==> config.mk <==
export PLATFORM = sky130hd
export DESIGN_NAME = soc_bus_wrap
export DESIGN_NICKNAME = d
export VERILOG_FILES = /design/src/hw/soc_bus_pkg.sv /design/src/hw/soc_apb_bridge.sv /design/src/hw/soc_bus_router.sv /design/src/hw/soc_bus_wrap.sv
export SDC_FILE = /design/constraint.sdc
export NUM_CORES = 1
export LEC_CHECK = 0
export BUFFER_PORTS_ARGS = -buffer_cell sky130_fd_sc_hd__buf_2
export CORE_AREA = 2 2 326 328
export DETAILED_ROUTE_END_ITERATION = 8
export DIE_AREA = 0 0 328 330
export HOLD_SLACK_MARGIN = 0.05
export PLACE_DENSITY_LB_ADDON = 0.15
export SLEW_MARGIN = 20
export SYNTH_ARGS = -nofsm -noshare
export SYNTH_HDL_FRONTEND = slang
export SYNTH_SLANG_ARGS = --single-unit
==> constraint.sdc <==
create_clock -name clk -period 10.39 [get_ports clk]
set_clock_uncertainty 0.05 [all_clocks]
set_input_delay 2.078 -clock clk [delete_from_list [all_inputs] [get_ports clk]]
set_output_delay 2.078 -clock clk [all_outputs]
set_load 0.03 [all_outputs]
==> src/hw/soc_bus_pkg.sv <==
// ----------------------------
// Address map is fixed at compile time and regions must not overlap
// ----------------------------
package soc_bus_pkg;

   // Widths and counts
   localparam int ADDR_W     = 64;
   localparam int DATA_W     = 64;
   localparam int STRB_W     = DATA_W / 8;
   localparam int ID_W       = 4;
   localparam int APB_ADDR_W = 32;
   localparam int APB_DATA_W = 32;
   localparam int NSLV       = 6;
   localparam int NMEM       = 5;

   // ----------------------------
   // Address map
   // ----------------------------
   localparam logic [63:0] ROM_BASE    = 64'h0000_0000_0001_0000;
   localparam logic [63:0] ROM_LEN     = 64'h0000_0000_0001_0000;
   localparam logic [63:0] CLINT_BASE  = 64'h0000_0000_0200_0000;
   localparam logic [63:0] CLINT_LEN   = 64'h0000_0000_000C_0000;
   localparam logic [63:0] SLM_BASE    = 64'h0000_0000_0400_0000;
   localparam logic [63:0] SLM_LEN     = 64'h0000_0000_0400_0000;
   localparam logic [63:0] SLMDDR_BASE = 64'h0000_0000_C000_0000;
   localparam logic [63:0] SLMDDR_LEN  = 64'h0000_0000_4000_0000;
   localparam logic [63:0] DRAM_BASE   = 64'h0000_0000_8000_0000;
   localparam logic [63:0] DRAM_LEN    = 64'h0000_0000_2000_0000;
   localparam logic [63:0] APB_BASE    = 64'h0000_0000_6000_0000;
   localparam logic [63:0] APB_LEN     = 64'h0000_0000_1000_0000;

   // Memory targets sit below NMEM, APB is last
   typedef enum logic [2:0] {
      TGT_ROM    = 3'd0,
      TGT_CLINT  = 3'd1,
      TGT_SLM    = 3'd2,
      TGT_SLMDDR = 3'd3,
      TGT_DRAM   = 3'd4,
      TGT_APB    = 3'd5
   } slave_e;

   typedef enum logic [1:0] {
      RESP_OKAY   = 2'd0,
      RESP_SLVERR = 2'd2,
      RESP_DECERR = 2'd3
   } resp_e;

   typedef enum logic [1:0] {
      RT_IDLE,
      RT_REQ,
      RT_WAIT,
      RT_RESP
   } router_state_e;

   typedef enum logic [1:0] {
      APB_IDLE,
      APB_SETUP,
      APB_ACCESS,
      APB_RESP
   } apb_state_e;

   // ----------------------------
   // Bus payloads
   // ----------------------------
   typedef struct packed {
      logic [ID_W-1:0]   id;
      logic [ADDR_W-1:0] addr;
      logic              write;
      logic [DATA_W-1:0] wdata;
      logic [STRB_W-1:0] strb;
   } bus_req_t;

   typedef struct packed {
      logic [ID_W-1:0]   id;
      logic [DATA_W-1:0] rdata;
      resp_e             resp;
   } bus_rsp_t;

   typedef struct packed {
      logic [APB_ADDR_W-1:0] paddr;
      logic                  pwrite;
      logic [APB_DATA_W-1:0] pwdata;
      logic                  psel;
      logic                  penable;
   } apb_req_t;

   typedef struct packed {
      logic [APB_DATA_W-1:0] prdata;
      logic                  pready;
      logic                  pslverr;
   } apb_rsp_t;

endpackage

==> src/hw/soc_apb_bridge.sv <==
// ----------------------------
// Single 32-bit APB access per request; strobes are not forwarded
// ----------------------------
module soc_apb_bridge import soc_bus_pkg::*; (
   input  logic     clk,
   input  logic     reset_i,
   // Bus side
   input  bus_req_t req_i,
   input  logic     req_valid_i,
   output logic     req_ready_o,
   output bus_rsp_t rsp_o,
   output logic     rsp_valid_o,
   input  logic     rsp_ready_i,
   // APB side
   output apb_req_t apb_o,
   input  apb_rsp_t apb_i
);

   apb_state_e state_q;
   bus_req_t   req_q;
   bus_rsp_t   rsp_q;

   always_ff @(posedge clk) begin
      if (reset_i) begin
         state_q <= APB_IDLE;
      end else begin
         case (state_q)
            APB_IDLE: begin
               if (req_valid_i) begin
                  state_q <= APB_SETUP;
               end
            end
            APB_SETUP: begin
               state_q <= APB_ACCESS;
            end
            APB_ACCESS: begin
               if (apb_i.pready) begin
                  state_q <= APB_RESP;
               end
            end
            APB_RESP: begin
               if (rsp_ready_i) begin
                  state_q <= APB_IDLE;
               end
            end
            default: state_q <= APB_IDLE;
         endcase
      end
   end

   always_ff @(posedge clk) begin
      if (state_q == APB_IDLE && req_valid_i) begin
         req_q <= req_i;
      end
      if (state_q == APB_ACCESS && apb_i.pready) begin
         rsp_q.id    <= req_q.id;
         // Read word mirrored into both lanes
         rsp_q.rdata <= {apb_i.prdata, apb_i.prdata};
         rsp_q.resp  <= apb_i.pslverr ? RESP_SLVERR : RESP_OKAY;
      end
   end

   // ----------------------------
   // APB drive
   // ----------------------------
   always_comb begin
      apb_o.paddr   = req_q.addr[APB_ADDR_W-1:0];
      apb_o.pwrite  = req_q.write;
      // Address bit 2 picks the 32-bit lane
      apb_o.pwdata  = req_q.addr[2] ? req_q.wdata[DATA_W-1:APB_DATA_W]
                                    : req_q.wdata[APB_DATA_W-1:0];
      apb_o.psel    = (state_q == APB_SETUP) || (state_q == APB_ACCESS);
      apb_o.penable = (state_q == APB_ACCESS);
   end

   assign req_ready_o = (state_q == APB_IDLE);
   assign rsp_valid_o = (state_q == APB_RESP);
   assign rsp_o       = rsp_q;

endmodule

==> src/hw/soc_bus_router.sv <==
// ----------------------------
// One transaction in flight; initiator must hold req_i stable while valid
// ----------------------------
module soc_bus_router import soc_bus_pkg::*; (
   input  logic                  clk,
   input  logic                  reset_i,
   // Initiator side
   input  bus_req_t              req_i,
   input  logic                  req_valid_i,
   output logic                  req_ready_o,
   output bus_rsp_t              rsp_o,
   output logic                  rsp_valid_o,
   input  logic                  rsp_ready_i,
   // Target side
   output bus_req_t              tgt_req_o,
   output logic     [NSLV-1:0]   tgt_valid_o,
   input  logic     [NSLV-1:0]   tgt_ready_i,
   input  bus_rsp_t [NSLV-1:0]   tgt_rsp_i,
   input  logic     [NSLV-1:0]   tgt_rsp_valid_i,
   output logic     [NSLV-1:0]   tgt_rsp_ready_o
);

   router_state_e state_q;
   bus_req_t      req_q;
   bus_rsp_t      rsp_q;
   slave_e        tgt_q;
   slave_e        dec_tgt;
   logic          dec_hit;

   function automatic logic in_region(input logic [ADDR_W-1:0] addr,
                                      input logic [63:0]       base,
                                      input logic [63:0]       len);
      return (addr >= base) && (addr < base + len);
   endfunction

   // ----------------------------
   // Address decode
   // ----------------------------
   always_comb begin
      dec_hit = 1'b1;
      dec_tgt = TGT_ROM;
      if (in_region(req_i.addr, ROM_BASE, ROM_LEN)) begin
         dec_tgt = TGT_ROM;
      end else if (in_region(req_i.addr, CLINT_BASE, CLINT_LEN)) begin
         dec_tgt = TGT_CLINT;
      end else if (in_region(req_i.addr, SLM_BASE, SLM_LEN)) begin
         dec_tgt = TGT_SLM;
      end else if (in_region(req_i.addr, SLMDDR_BASE, SLMDDR_LEN)) begin
         dec_tgt = TGT_SLMDDR;
      end else if (in_region(req_i.addr, DRAM_BASE, DRAM_LEN)) begin
         dec_tgt = TGT_DRAM;
      end else if (in_region(req_i.addr, APB_BASE, APB_LEN)) begin
         dec_tgt = TGT_APB;
      end else begin
         dec_hit = 1'b0;
      end
   end

   // ----------------------------
   // Sequencer
   // ----------------------------
   always_ff @(posedge clk) begin
      if (reset_i) begin
         state_q <= RT_IDLE;
      end else begin
         case (state_q)
            RT_IDLE: begin
               if (req_valid_i) begin
                  state_q <= dec_hit ? RT_REQ : RT_RESP;
               end
            end
            RT_REQ: begin
               if (tgt_ready_i[tgt_q]) begin
                  state_q <= RT_WAIT;
               end
            end
            RT_WAIT: begin
               if (tgt_rsp_valid_i[tgt_q]) begin
                  state_q <= RT_RESP;
               end
            end
            RT_RESP: begin
               if (rsp_ready_i) begin
                  state_q <= RT_IDLE;
               end
            end
            default: state_q <= RT_IDLE;
         endcase
      end
   end

   // Request and response payload
   always_ff @(posedge clk) begin
      if (state_q == RT_IDLE && req_valid_i) begin
         req_q <= req_i;
         tgt_q <= dec_tgt;
         // Decode error answered locally
         rsp_q.id    <= req_i.id;
         rsp_q.rdata <= '0;
         rsp_q.resp  <= RESP_DECERR;
      end else if (state_q == RT_WAIT && tgt_rsp_valid_i[tgt_q]) begin
         rsp_q <= tgt_rsp_i[tgt_q];
      end
   end

   // ----------------------------
   // Outputs
   // ----------------------------
   always_comb begin
      tgt_valid_o     = '0;
      tgt_rsp_ready_o = '0;
      if (state_q == RT_REQ) begin
         tgt_valid_o[tgt_q] = 1'b1;
      end
      if (state_q == RT_WAIT) begin
         tgt_rsp_ready_o[tgt_q] = 1'b1;
      end
   end

   assign req_ready_o = (state_q == RT_IDLE);
   assign rsp_valid_o = (state_q == RT_RESP);
   assign rsp_o       = rsp_q;
   assign tgt_req_o   = req_q;

endmodule

==> src/hw/soc_bus_wrap.sv <==
// ----------------------------
// Memory targets share one request bus; only one valid bit is ever high
// ----------------------------
module soc_bus_wrap import soc_bus_pkg::*; (
   input  logic                  clk,
   input  logic                  reset_i,
   // Initiator port
   input  bus_req_t              req_i,
   input  logic                  req_valid_i,
   output logic                  req_ready_o,
   output bus_rsp_t              rsp_o,
   output logic                  rsp_valid_o,
   input  logic                  rsp_ready_i,
   // Memory target ports
   output bus_req_t              mem_req_o,
   output logic     [NMEM-1:0]   mem_valid_o,
   input  logic     [NMEM-1:0]   mem_ready_i,
   input  bus_rsp_t [NMEM-1:0]   mem_rsp_i,
   input  logic     [NMEM-1:0]   mem_rsp_valid_i,
   output logic     [NMEM-1:0]   mem_rsp_ready_o,
   // APB completer
   output apb_req_t              apb_o,
   input  apb_rsp_t              apb_i
);

   bus_req_t              tgt_req;
   logic     [NSLV-1:0]   tgt_valid;
   logic     [NSLV-1:0]   tgt_ready;
   bus_rsp_t [NSLV-1:0]   tgt_rsp;
   logic     [NSLV-1:0]   tgt_rsp_valid;
   logic     [NSLV-1:0]   tgt_rsp_ready;

   soc_bus_router soc_bus_router_inst (
      .clk             (clk),
      .reset_i         (reset_i),
      .req_i           (req_i),
      .req_valid_i     (req_valid_i),
      .req_ready_o     (req_ready_o),
      .rsp_o           (rsp_o),
      .rsp_valid_o     (rsp_valid_o),
      .rsp_ready_i     (rsp_ready_i),
      .tgt_req_o       (tgt_req),
      .tgt_valid_o     (tgt_valid),
      .tgt_ready_i     (tgt_ready),
      .tgt_rsp_i       (tgt_rsp),
      .tgt_rsp_valid_i (tgt_rsp_valid),
      .tgt_rsp_ready_o (tgt_rsp_ready)
   );

   soc_apb_bridge soc_apb_bridge_inst (
      .clk         (clk),
      .reset_i     (reset_i),
      .req_i       (tgt_req),
      .req_valid_i (tgt_valid[TGT_APB]),
      .req_ready_o (tgt_ready[TGT_APB]),
      .rsp_o       (tgt_rsp[TGT_APB]),
      .rsp_valid_o (tgt_rsp_valid[TGT_APB]),
      .rsp_ready_i (tgt_rsp_ready[TGT_APB]),
      .apb_o       (apb_o),
      .apb_i       (apb_i)
   );

   // Memory targets take the low indices
   assign mem_req_o                = tgt_req;
   assign mem_valid_o              = tgt_valid[NMEM-1:0];
   assign tgt_ready[NMEM-1:0]      = mem_ready_i;
   assign tgt_rsp[NMEM-1:0]        = mem_rsp_i;
   assign tgt_rsp_valid[NMEM-1:0]  = mem_rsp_valid_i;
   assign mem_rsp_ready_o          = tgt_rsp_ready[NMEM-1:0];

endmodule

======== Word-level counts from Yosys, hierarchy flattened ========
Index checks and enable logic that the tools add are counted.
storage, ports and cells
  flip-flop bits (word level) ............. 389
  bits in latches ......................... 0
  bits in writable memories ............... 0
  bits in read-only memories .............. 0
  bits of input ports ..................... 539
  output and inout bits ................... 290
  logic and storage cells ................. 101
  memories ................................ 0
cells by class
  $add $sub $neg .......................... 0
  multipliers ............................. 0
  div/mod/pow operators ................... 0
  order comparisons ....................... 14
  equal/unequal tests ..................... 13
  shifts and indexed selects .............. 0
  multiplexer cells ....................... 35
  bitwise logic cells ..................... 0
  reductions and logical operators ........ 19
operators with widths
  operator              count
  $bmux 70 s3           1
  $mux 70               3
  $ge 64x32->1 const B  2
  $ge 64x17->1 const B  1
  $ge 64x26->1 const B  1
  $ge 64x27->1 const B  1
  $ge 64x31->1 const B  1
  $lt 64x18->1 const B  1
  $lt 64x26->1 const B  1
  $lt 64x28->1 const B  1
  $lt 64x31->1 const B  1
  $lt 64x32->1 const B  1
  $lt 64x33->1 const B  1
  $mux 32               1
  $mux 2                11
  $pmux 2 s4            2
  $mux 6                2
  $logic_and 1x1->1     11
  $mux 1                10
  $eq 2x2->1 const B    4
  $ne 2x1->1 const B    4
  $bmux 1 s3            2
  $mux 3                2
  $ne 2x2->1 const B    3
  11 further kinds      13

======== Depth between registers and ports, before layout ========
Gate-level depths: netlist (run 1).
  word-level depth ........................ 11
  mapped depth ............................ 9
  gate-level depth less buffers ........... 7

======== Modules after synthesis ========
A second synthesis (run 1) with hierarchy kept.
second synthesis, totals
  cells, all modules ...................... 988
  area total of the unflattened synthesis .. 14824.2 µm²
modules (own cells, without submodules)
  module          instances  cells each  area an instance (µm²)  seq. area each (µm²)
  soc_bus_router  1          729         9470.3                  5805.6
  soc_apb_bridge  1          259         5353.9                  4184.0

======== Worst setup path after synthesis (run 1) ========
OpenSTA, ideal clock, no wires.
  kind .................................... in2reg
  from .................................... in req_valid_i
  to ...................................... reg soc_bus_router_inst.tgt_q[0] (enable)
  library setup time ...................... 0.564 ns
  data arrival time ....................... 6.424 ns
  data required time ...................... 9.776 ns
  path slack .............................. 3.352 ns
  stages on the path ...................... 3
  buffers on the path ..................... 1
  cells stage by stage .................... nand2_1 inv_2 clkbuf_1
on the way
  cells in the longest elaborated chain, start to end .. 1
RTL lines
  element                 RTL line              source
  start: declaration      soc_bus_wrap.sv:9     input logic req_valid_i,
  $logic_and 1x1->1       soc_bus_router.sv:94  if (state_q == RT_IDLE && req_valid_i) begin
  end signal: assignment  soc_bus_router.sv:96  tgt_q <= dec_tgt;
  end: declaration        soc_bus_router.sv:26  slave_e tgt_q;
Every way passes these cells.
A chain may end at the register's enable or synchronous reset.

======== Final worst setup path (run 1) ========
  from .................................... reg soc_bus_router_inst.tgt_q[0]
  to ...................................... out mem_rsp_ready_o[4]
on the way
  cells in the longest elaborated chain, start to end .. 5
  elaborated cells between the ends (all ways) .. 6
  classes of those cells .................. order compare (2); mux (3); reduce/logical (1)
RTL lines
  element                                                         RTL line               source
  $lt 3x4->1 (implied by the code) or $ge 3x1->1 (tied branches)  soc_bus_router.sv:116  tgt_rsp_ready_o[tgt_q] = 1'b1;
  $logic_and 1x1->1 (implied by the code)                         soc_bus_router.sv:116
  $mux 1 (implied by the code)                                    soc_bus_router.sv:116
  $demux 1 s3 (*)                                                 n/a
  $mux 6 (*)                                                      soc_bus_router.sv:115  if (state_q == RT_WAIT) begin
  end: declaration                                                soc_bus_wrap.sv:20     output logic [NMEM-1:0] mem_rsp_ready_o,
Mark *: on every way between the ends. The rest lies on a longest branch, timed or not.

==> flow_metrics.py, run 1 <==
metrics = {
    "placement": {
        "dpl.hpwl_mm": 64.6,
        "dp_slack_ns": 5.70,
        "dpl-instance-area_sq_um": 21300,
        "port_buffers": 828,
        "finalWeightedCongestion": 0.833,
    },
    "sta": {
        "period_minus_slack_ns": 5.52,
        "setup_slack_ns": 4.87,
        "tns_ns": 0,
        "timing.final.crit_share_pct": 53.1,
        "final-setup-viol-count": 0,
        "hold_violations": 0,
        "grt_setup_unrepaired": "no",
        "max-slew-margin-rel_pct": 25.7,
        "fmax_mhz": 181,
        "maxSlewViolCount": 0,
        "max_slew.worst_pin.slew_ns": 1.12,
    },
    "setup_path": {
        "path_max_fanout": 158,
        "critPathCapture": "mem_rsp_ready_o[4]",
        "arrival_ns": 3.39,
        "critPathTopFamily": "buffers and inverters",
        "path_buf_inv": 3,
        "r2r_cells": 8,
        "r2r_end": "soc_bus_router_inst.rsp_o[67]$_DFFE_PP_",
        "cp.depth": 5,
        "r2r-start": "soc_bus_router_inst.tgt_q[0]$_SDFFCE_PP0P_",
        "max_stage_delay_ns": 0.58,
        "path_cells": "buf_12 -> inv_2 -> nand2_1 -> nor3_1 -> buf_2",
        "crit_type": "flip-flop to output pin",
        "startpoint_type": "flip-flop",
        "critPathRequiredTime_ns": 8.26,
        "critPathCaptureType": "output pin",
        "ff2ff_setup_slack_ns": 6.09,
        "crit_start": "soc_bus_router_inst.tgt_q[0]$_SDFFCE_PP0P_",
        "cpMaxStageDelayCell": "inv_2",
    },
    "detailed_routing": {
        "routed_wl_mm": 82.9,
        "vias": 13900,
        "wl_per_cell_um": 24.1,
        "drt_drc_violations_left": 0,
        "drt_iter0_drc": 818,
        "first_pass_iters": 5,
        "ant_nets": 0,
        "vias_per_cell": 4.02,
    },
    "clocking": {
        "numCtsBuffers": 47,
        "cts_setup_buffers": 0,
        "clk_pin_slew_ns": 0.06,
        "clock-root-buffer": "clkbuf_16",
        "hold_buffers": 0,
        "cts_buffer_depth": 3,
        "insertion_delay_ns": 0.62,
        "cts_resized": 0,
        "cts_tree": "done",
        "clock_sinks": 356,
        "htree_levels": 2,
    },
    "power_and_ir_drop": {
        "p_per_area_nw_per_um2": 246,
        "p_leak_nw": 9.00,
        "ir_worst_vdd_mv": 0.110,
    },
    "yosys": {
        "synth_top_area_cell": "edfxtp_1",
        "synth.ff_latch_count": 356,
        "synth_cells": 1245,
        "synth-edff-count": 286,
        "synth.area.top_cells": "edfxtp_1 54%, dfxtp_1 8.8%, mux2_2 6.0%",
        "seq_area_frac_synth_pct": 62.9,
        "ys.flop_type": "edfxtp_1",
        "synth_area_sq_um": 15900,
        "yosysWarnings": 0,
        "post_synth.cell_area_avg_sq_um": 12.7,
        "synth_top_area_share_pct": 54.1,
        "async_flop_share_pct": 0,
        "netlist-cell-type-count": 61,
        "syn-num-nets": 1792,
    },
    "job": {
        "drv_cap": 0,
    },
    "min_path": {
        "hold_path.class": "flip-flop to flip-flop",
    },
    "floorplanning": {
        "die_height_um": 330,
        "die_x_um": 328,
        "initial_core_util_pct": 15.2,
        "core_area_sq_um": 105000,
        "dieArea_sq_um": 108000,
        "io_pins": 829,
        "core.rowCount": 119,
    },
    "global_routing": {
        "grt_overflow": 0,
        "antenna_found_initial": 41,
        "grt_pass1_wl_mm": 110,
        "grtUsageTotal_pct": 14.5,
        "grt_max_degree": 159,
        "grt_pass1_vias": 14200,
    },
    "status": {
        "status": "completed",
    },
    "final_layout": {
        "drive_gt1_share_pct": 49.7,
        "design_area_sq_um": 22800,
        "area_delta_synth_final_pct": 43.7,
        "nets": 2550,
    },
}
-- per-layer routing --
layer / vias to the layer above / share of wire [%] / global-route usage, %
li1: 6366 / - / -
met1: 6626 / 37 / 15.9
met2: 672 / 50 / 25.9
met3: 142 / 10 / 5.60
met4: 46 / 2.3 / 4.11
met5: - / 0.35 / 0
-- power breakdown --
group          switching [W]  internal, W
Combinational        0.00147     0.000537
Sequential          0.000128      0.00186
Clock               0.000675     0.000949
-- cell usage after synthesis (all sizes together) (2+ instances only) --
master     n
o31ai      2
clkinv     2
or3        2
a222oi    16
nand2     78
clkbuf    61
nand4      4
o221ai     5
a2111oi   31
dfxtp     70
nor2b     21
nor2      52
a22o       3
mux2      84
a21boi     3
o22a       2
o41ai      2
buf       78
a221oi     2
edfxtp   286
and2       2
a21oi     84
o2111ai   18
a31oi      4
o211ai     3
inv       10
a22oi     35
nor4      11
nor3      36
a221o     16
nand3     24
ha         8
a211oi    32
o21ai     87
nor3b      2
mux2i     54
-- cell usage in the layout (no fill, tap or decap), types with 7 or more instances in the layout --
| master | n |
|---|---|
| edfxtp_1 | 286 |
| a22oi_1 | 35 |
| clkinv_2 | 8 |
| buf_2 | 828 |
| o2111ai_1 | 18 |
| clkinv_1 | 11 |
| a211oi_1 | 32 |
| a222oi_1 | 16 |
| nor3_1 | 36 |
| clkbuf_1 | 12 |
| nand2_1 | 78 |
| a221o_1 | 16 |
| ha_1 | 7 |
| a21oi_1 | 84 |
| a2111oi_0 | 31 |
| nand3_1 | 23 |
| mux2_2 | 84 |
| buf_4 | 18 |
| nor2b_1 | 18 |
| o21ai_0 | 87 |
| clkbuf_16 | 49 |
| dfxtp_1 | 70 |
| inv_1 | 7 |
| mux2i_1 | 54 |
| diode_2 | 12 |
| nor2_1 | 50 |
| nor4_1 | 11 |
-- sequential cells by signal, summed over array words and instances, names as in the netlist --
register / cells
soc_bus_router_inst.rsp_o: 70
soc_apb_bridge_inst.state_q: 2
soc_bus_router_inst.tgt_q: 3
soc_apb_bridge_inst.rsp_o: 37
soc_bus_router_inst.state_q: 2
soc_apb_bridge_inst.apb_o: 33
soc_apb_bridge_inst.req_q: 68
soc_bus_router_inst.tgt_req_o: 141
-- layout make-up --
class	instances	area, sq um
fill	11400	81900
sequential	356	9990
multi-input combinational	738	5160
timing repair buffer	848	4320
tap	1391	1740
clock buffer	62	1280
clock inverter	26	239
inverter	12	52.6
antenna	12	30.0
-- worst min-delay path by stage --
stage,depth (start not counted),to,slack [ns],from
after floorplan,0,soc_apb_bridge_inst.rsp_o[66]$_DFFE_PP_,0.35,soc_apb_bridge_inst.req_q[137]$_DFFE_PP_
after global placement,0,soc_apb_bridge_inst.apb_o[42]$_DFFE_PP_,0.38,soc_bus_router_inst.tgt_req_o[80]$_DFFE_PP_
after detailed placement,0,soc_apb_bridge_inst.req_q[38]$_DFFE_PP_,0.38,soc_bus_router_inst.tgt_req_o[38]$_DFFE_PP_
after CTS,0,soc_apb_bridge_inst.req_q[38]$_DFFE_PP_,0.39,soc_bus_router_inst.tgt_req_o[38]$_DFFE_PP_
after global routing,0,soc_apb_bridge_inst.apb_o[58]$_DFFE_PP_,0.40,soc_bus_router_inst.tgt_req_o[96]$_DFFE_PP_
final,0,soc_apb_bridge_inst.req_q[38]$_DFFE_PP_,0.39,soc_bus_router_inst.tgt_req_o[38]$_DFFE_PP_
-- cell families after synthesis --
kind of cell	count (synthesis)	synth area share, %
flops	356	62.9
simple gates	240	7.17
buf+inv	151	4.86
compound gates	352	15.0
fa+ha+maj	8	0.631
mux	138	9.36
-- stage by stage --
stage	util, %	hold slack, ns	instances	power [W]
finish	21.8	0.389	3445	0.00562
global route	21.8	0.401	3436	0.00591
CTS	21.8	0.392	3433	0.00575
detailed placement	20.3	0.377	3345	0.00409
global placement	20.3	0.377	3345	0.00406
floorplan	-	0.350	1245	0.00323
Note: power is estimated with default switching activity, not from simulation.
==> inputs of run 2 (changes only) <==
--- a/config.mk
+++ b/config.mk
@@ -5,10 +5,11 @@
 export SDC_FILE = /design/constraint.sdc
 export NUM_CORES = 1
 export LEC_CHECK = 0
+export ABC_AREA = 1
 export BUFFER_PORTS_ARGS = -buffer_cell sky130_fd_sc_hd__buf_2
-export CORE_AREA = 2 2 326 328
+export CORE_AREA = 2 2 323 325
 export DETAILED_ROUTE_END_ITERATION = 8
-export DIE_AREA = 0 0 328 330
+export DIE_AREA = 0 0 325 327
 export HOLD_SLACK_MARGIN = 0.05
 export PLACE_DENSITY_LB_ADDON = 0.15
 export SLEW_MARGIN = 20
==> constraint.sdc (replaced) <==
create_clock -name clk -period 5.6 [get_ports clk]
set_clock_uncertainty 0.05 [all_clocks]
set_input_delay 1.12 -clock clk [delete_from_list [all_inputs] [get_ports clk]]
set_output_delay 1.12 -clock clk [all_outputs]
set_load 0.03 [all_outputs]
==> run 2 against run 1 <==
Net effect: worst hold slack worse by 0.022 ns; synthesized area down 7.2%; synthesized cell count increased by 4.4%; flip-flop and latch count unchanged; critical endpoint is now mem_valid_o[2]; largest cell class unchanged; largest power group is now sequential cells; highest routed layer unchanged.
==> flow_metrics.py, run 2 <==
metrics = {
    "job": {
        "drv_cap": 0,
    },
    "sta": {
        "tns_ns": 0,
        "period_minus_slack_ns": 3.69,
        "max_slew.worst_pin.slew_ns": 0.848,
        "timing.final.crit_share_pct": 66.0,
        "hold_violations": 0,
        "maxSlewViolCount": 0,
        "grt_setup_unrepaired": "no",
        "max-slew-margin-rel_pct": 43.5,
        "final-setup-viol-count": 0,
        "fmax_mhz": 271,
    },
    "detailed_routing": {
        "drt_drc_violations_left": 0,
        "met1_length_mm": 31.0,
        "vias_per_cell": 3.81,
        "topRoutingLayerUsed": "met5",
        "routed_wl_mm": 77.0,
        "vias": 13400,
        "ant_nets": 0,
        "drt_iter0_drc": 766,
        "wl_per_cell_um": 21.9,
        "met3_length_mm": 6.24,
        "wl_met2_mm": 36.7,
        "first_pass_iters": 4,
    },
    "final_layout": {
        "largest_reg_flops": 141,
        "nets": 2644,
        "area_delta_synth_final_pct": 47.6,
        "most-common-layout-cells": "828 x buf_2, 327 x nand2_1, 286 x edfxtp_1, 125 x nor2_1, 70 x dfxtp_1",
        "nFillCells": 11500,
        "drive_gt1_share_pct": 45.2,
        "fin_util_pct": 21.1,
        "design_area_sq_um": 21700,
        "mostFrequentLayoutCell": "buf_2",
    },
    "setup_path": {
        "path_max_fanout": 20,
        "crit_type": "flip-flop to output pin",
        "crit_start": "soc_bus_router_inst.tgt_q[0]$_SDFFCE_PP0P_",
        "r2r-start": "soc_bus_router_inst.tgt_q[0]$_SDFFCE_PP0P_",
        "startpoint_type": "flip-flop",
        "ff2ff_setup_slack_ns": 2.13,
        "r2r_end": "soc_bus_router_inst.rsp_o[49]$_SDFFE_PP0P_",
        "r2r_cells": 12,
        "critPathRequiredTime_ns": 4.43,
        "critPathCaptureType": "output pin",
        "arrival_ns": 2.52,
    },
    "power_and_ir_drop": {
        "ir_worst_vdd_mv": 0.191,
        "intPower_w": 0.00601,
        "clock_power_share_pct": 29.2,
        "p_leak_nw": 9.35,
        "pwr-share-seq_pct": 38.0,
        "switching_power_w": 0.00399,
        "p_per_area_nw_per_um2": 460,
        "switching_share_pct": 39.9,
        "power_frac_comb_pct": 32.8,
    },
    "clocking": {
        "htree_levels": 2,
        "cts_resized": 0,
        "cts_tree": "done",
        "cts_setup_buffers": 0,
        "clk_pin_slew_ns": 0.06,
        "numCtsBuffers": 45,
        "clock-root-buffer": "clkbuf_16",
        "cts_buffer_depth": 3,
        "insertion_delay_ns": 0.59,
        "hold_buffers": 0,
        "clock_sinks": 356,
    },
    "yosys": {
        "synth.ff_latch_count": 356,
        "netlist-cell-type-count": 35,
        "synth_most_common_cell": "nand2_1",
        "async_flop_share_pct": 0,
        "synthTopCellsByCount": "328 x nand2_1, 286 x edfxtp_1, 125 x nor2_1, 70 x dfxtp_1, 64 x o21ai_0",
        "synth.area.top_cells": "edfxtp_1 58%, dfxtp_1 9.5%, nand2_1 8.4%",
        "synth_top_family_by_area": "simple AND/OR/NAND/NOR gates",
        "synth-compound-area-share_pct": 7.39,
        "synth_xor_area_share_pct": 0,
        "synth_cells": 1300,
        "synth_area_sq_um": 14700,
        "ys.flop_type": "edfxtp_1",
        "yosysWarnings": 0,
        "synth_top_area_cell": "edfxtp_1",
        "post_synth.cell_area_avg_sq_um": 11.3,
        "synth_fa_ha_area_share_pct": 0.680,
        "syn-num-nets": 1847,
        "seq_area_frac_synth_pct": 67.8,
        "synth-edff-count": 286,
        "synthMuxAreaShare_pct": 2.45,
        "synth_top_area_share_pct": 58.3,
        "synth_simple_gate_area_share_pct": 17.0,
    },
    "global_routing": {
        "grt_pass1_wl_mm": 104,
        "grt_overflow": 0,
        "antenna_found_initial": 20,
        "grtUsageTotal_pct": 13.7,
        "grt_pass1_vias": 13600,
        "grt_max_degree": 102,
    },
    "placement": {
        "dpl-instance-area_sq_um": 20200,
        "dpl.hpwl_mm": 61.6,
        "port_buffers": 828,
        "finalWeightedCongestion": 0.945,
    },
    "floorplanning": {
        "io_pins": 829,
        "die_height_um": 327,
        "core_area_sq_um": 103000,
        "die_x_um": 325,
        "core.rowCount": 118,
        "initial_core_util_pct": 14.3,
        "dieArea_sq_um": 106000,
    },
    "min_path": {
        "min-delay-start": "soc_apb_bridge_inst.req_q[138]$_DFFE_PP_",
        "holdPathEnd": "soc_apb_bridge_inst.rsp_o[67]$_DFFE_PP_",
        "hold_path.class": "flip-flop to flip-flop",
        "min_path_cells": 0,
    },
    "status": {
        "status": "completed",
    },
}
## run 2: cell type report
cell class                 count  area, sq um  area share, %
antenna                        6         15.0         0.0691
tap                         1380         1730           7.94
inverter                      32          126          0.581
multi-input combinational    815         4080           18.8
timing repair buffer         847         4310           19.8
sequential                   356         9990           46.0
clock inverter                22          220           1.01
clock buffer                  62         1260           5.80
## run 2: metal layers
layer  vias to the layer above  track usage (%)
met1                      6442             16.2
met5                         -                0
met3                       135             4.67
met2                       626             22.8
li1                       6186                -
met4                        18             5.57
## run 2: kinds of logic after synthesis
| family | count (synthesis) |
|---|---|
| buf+inv | 129 |
| fa+ha+maj | 8 |
| mux | 32 |
| compound gates | 174 |
| flops | 356 |
| simple gates | 601 |
## run 2: how the worst max path moves through the flow
stage                                                 end  slack [ns]  cells past startpoint
6_report                                   mem_valid_o[2]        1.91                      5
5_1_grt                                    mem_valid_o[2]        1.73                      5
4_1_cts                                    mem_valid_o[2]        1.79                      5
3_5_place_dp   soc_bus_router_inst.rsp_o[49]$_SDFFE_PP0P_        1.87                     12
3_3_place_gp   soc_bus_router_inst.rsp_o[49]$_SDFFE_PP0P_        1.90                     12
2_1_floorplan     soc_apb_bridge_inst.apb_o[34]$_DFFE_PP_        0.46                      3
## run 2: power by group through the flow
| stage | Combinational, W | Sequential [W] | Clock [W] |
|---|---|---|---|
| after floorplan | 0.00101 | 0.00468 | 0 |
| after global placement | 0.00335 | 0.00387 | 0 |
| after detailed placement | 0.00336 | 0.00387 | 0 |
| after CTS | 0.00337 | 0.00382 | 0.00304 |
| after global routing | 0.00351 | 0.00388 | 0.00315 |
| final | 0.00328 | 0.00380 | 0.00292 |
## run 2: metrics by stage
step	power (W)	setup slack, ns	hold WS [ns]	std cells
4_1_cts	0.0102	1.79	0.367	3514
2_1_floorplan	0.00569	0.455	0.350	1300
6_report	0.0100	1.91	0.367	3520
3_3_place_gp	0.00722	1.90	0.356	3430
5_1_grt	0.0105	1.73	0.365	3519
3_5_place_dp	0.00723	1.87	0.355	3430
## run 2: worst max-delay path, stage by stage, from the launching register on
cell      delay, ns
edfxtp_1       0.66
nor3_4         0.26
buf_4          0.36
inv_1          0.22
nor2_1         0.19
buf_2          0.23
==> inputs of run 3 (changes only) <==
==> constraint.sdc (replaced) <==
create_clock -name clk -period 3.5 [get_ports clk]
set_clock_uncertainty 0.05 [all_clocks]
set_input_delay 0.7 -clock clk [delete_from_list [all_inputs] [get_ports clk]]
set_output_delay 0.7 -clock clk [all_outputs]
set_load 0.03 [all_outputs]
==> run 3 against run 2 <==
Net effect: register-to-register slack got worse by 1.5 ns; sequential share of layout area decreased by 0.73 points; global-route usage up 0.92 points; critical endpoint is now mem_rsp_ready_o[4]; largest cell class unchanged; non-clock buffer count up 18; critical path depth increased by 1.
==> flow_metrics.py, run 3 (synthesis gave the netlist of run 2 again) <==
metrics = {
    "status": {
        "status": "completed",
    },
    "clocking": {
        "cts_tree": "done",
        "clk_pin_slew_ns": 0.06,
        "clock_sinks": 356,
        "numCtsBuffers": 46,
        "insertion_delay_ns": 0.63,
        "clock-root-buffer": "clkbuf_16",
        "htree_levels": 2,
        "cts_setup_buffers": 0,
        "hold_buffers": 0,
        "cts_resized": 0,
        "cts_buffer_depth": 3,
    },
    "sta": {
        "max_slew.worst_pin.slew_ns": 0.785,
        "grt_setup_unrepaired": "no",
        "hold_violations": 0,
        "max-slew-margin-rel_pct": 47.5,
        "timing.final.crit_share_pct": 85.8,
        "final-setup-viol-count": 0,
        "tns_ns": 0,
        "fmax_mhz": 333,
        "maxSlewViolCount": 0,
        "period_minus_slack_ns": 3.00,
    },
    "detailed_routing": {
        "drt_iter0_drc": 804,
        "ant_nets": 0,
        "wl_per_cell_um": 23.1,
        "first_pass_iters": 6,
        "routed_wl_mm": 81.6,
        "vias": 13400,
        "drt_drc_violations_left": 0,
        "vias_per_cell": 3.78,
    },
    "min_path": {
        "hold_path.class": "primary input to flip-flop",
        "min_path_cells": 1,
        "holdPathEnd": "soc_bus_router_inst.tgt_req_o[83]$_DFFE_PP_",
        "min-delay-start": "req_i[83]",
    },
    "global_routing": {
        "antenna_found_initial": 27,
        "grt_overflow": 0,
        "grt_pass1_vias": 13900,
        "grtUsageTotal_pct": 14.6,
        "grt_pass1_wl_mm": 110,
        "grt_max_degree": 68,
    },
    "floorplanning": {
        "core_area_sq_um": 103000,
        "io_pins": 829,
        "initial_core_util_pct": 14.3,
        "die_x_um": 325,
        "die_height_um": 327,
        "dieArea_sq_um": 106000,
        "core.rowCount": 118,
    },
    "final_layout": {
        "drive_gt1_share_pct": 45.9,
        "fin_cells": 3541,
        "most-common-layout-cells": "828 x buf_2, 327 x nand2_1, 286 x edfxtp_1, 125 x nor2_1, 70 x dfxtp_1",
        "largest_reg_flops": 141,
        "mostFrequentLayoutCell": "buf_2",
        "nets": 2663,
        "area_delta_synth_final_pct": 50.0,
    },
    "power_and_ir_drop": {
        "p_leak_nw": 9.51,
        "total_power_w": 0.0164,
        "ir_worst_vdd_mv": 0.372,
        "p_per_area_nw_per_um2": 744,
    },
    "setup_path": {
        "r2r_cells": 9,
        "critPathCaptureType": "output pin",
        "critPathTopFamily": "simple AND/OR/NAND/NOR gates",
        "path_max_fanout": 11,
        "max_stage_delay_ns": 0.46,
        "critPathRequiredTime_ns": 2.75,
        "crit_start": "soc_bus_router_inst.tgt_q[1]$_SDFFCE_PP0P_",
        "path_cells": "inv_2 -> nand2_1 -> nor2_4 -> inv_1 -> nor2_1 -> buf_2",
        "startpoint_type": "flip-flop",
        "path_buf_inv": 3,
        "arrival_ns": 2.25,
        "ff2ff_setup_slack_ns": 0.64,
        "r2r-start": "soc_bus_router_inst.tgt_q[0]$_SDFFCE_PP0P_",
        "r2r_end": "soc_bus_router_inst.rsp_o[50]$_SDFFE_PP0P_",
        "crit_type": "flip-flop to output pin",
        "cpMaxStageDelayCell": "edfxtp_1",
    },
    "job": {
        "drv_cap": 0,
    },
    "placement": {
        "finalWeightedCongestion": 0.910,
        "port_buffers": 828,
        "dp.cells": 3448,
        "dpl.hpwl_mm": 67.0,
    },
}
run 3: cell count changes in the layout (fill, tap and decap cells not counted), sizes merged:
cell / before / now
diode: 6 / 10
clkinvlp: 2 / 4
inv: 34 / 31
clkinv: 16 / 19
buf: 847 / 865
bufinv: 2 / 5
clkbuf: 62 / 56
run 3: report_power, final:
group | switching (W) | internal (W)
logic | 0.00403 | 0.00138
clock network | 0.00201 | 0.00291
registers | 0.000471 | 0.00563
total | 0.00651 | 0.00992
run 3: worst reg2reg max path: stages, from the launching register on:
cell      delay (ns)
edfxtp_1        0.67
inv_1           0.24
nand2_1         0.22
inv_2           0.29
buf_12          0.32
nand2_1         0.11
nand4_1         0.13
nor3b_1         0.47
buf_4           0.20
nor2_1          0.03
run 3: metrics by stage:
step / hold WS (ns) / util (%) / instance area, sq um / setup slack [ns]
global route: 0.136 / 21.4 / 22100 / 0.271
global placement: 0.366 / 19.9 / 20500 / 0.778
floorplan: 0.350 / - / 14700 / -0.0834
finish: 0.190 / 21.5 / 22100 / 0.498
detailed placement: 0.363 / 19.9 / 20500 / 0.703
CTS: 0.116 / 21.4 / 22100 / 0.382
run 3: final cells by class:
type	count	area, sq um
antenna	10	25.0
clock buffer	56	1240
sequential	356	9990
tap	1380	1730
inverter	32	126
multi-input combinational	815	4080
clock inverter	27	337
fill	11400	80800
timing repair buffer	865	4560
run 3: worst max-delay path by stage:
stage,end,slack (ns),cells after the start
final,mem_rsp_ready_o[4],0.50,6
after global routing,mem_rsp_ready_o[4],0.27,6
after CTS,mem_rsp_ready_o[4],0.38,6
after detailed placement,soc_bus_router_inst.rsp_o[50]$_SDFFE_PP0P_,0.70,9
after floorplan,soc_apb_bridge_inst.apb_o[34]$_DFFE_PP_,-0.08,3
after global placement,soc_bus_router_inst.rsp_o[50]$_SDFFE_PP0P_,0.78,9
run 3: per-layer routing:
layer | share of wire (%) | track usage [%]
met5 | 0.075 | 0
met4 | 2.0 | 2.98
met3 | 7.6 | 4.43
met2 | 50 | 26.1
met1 | 40 | 17.2
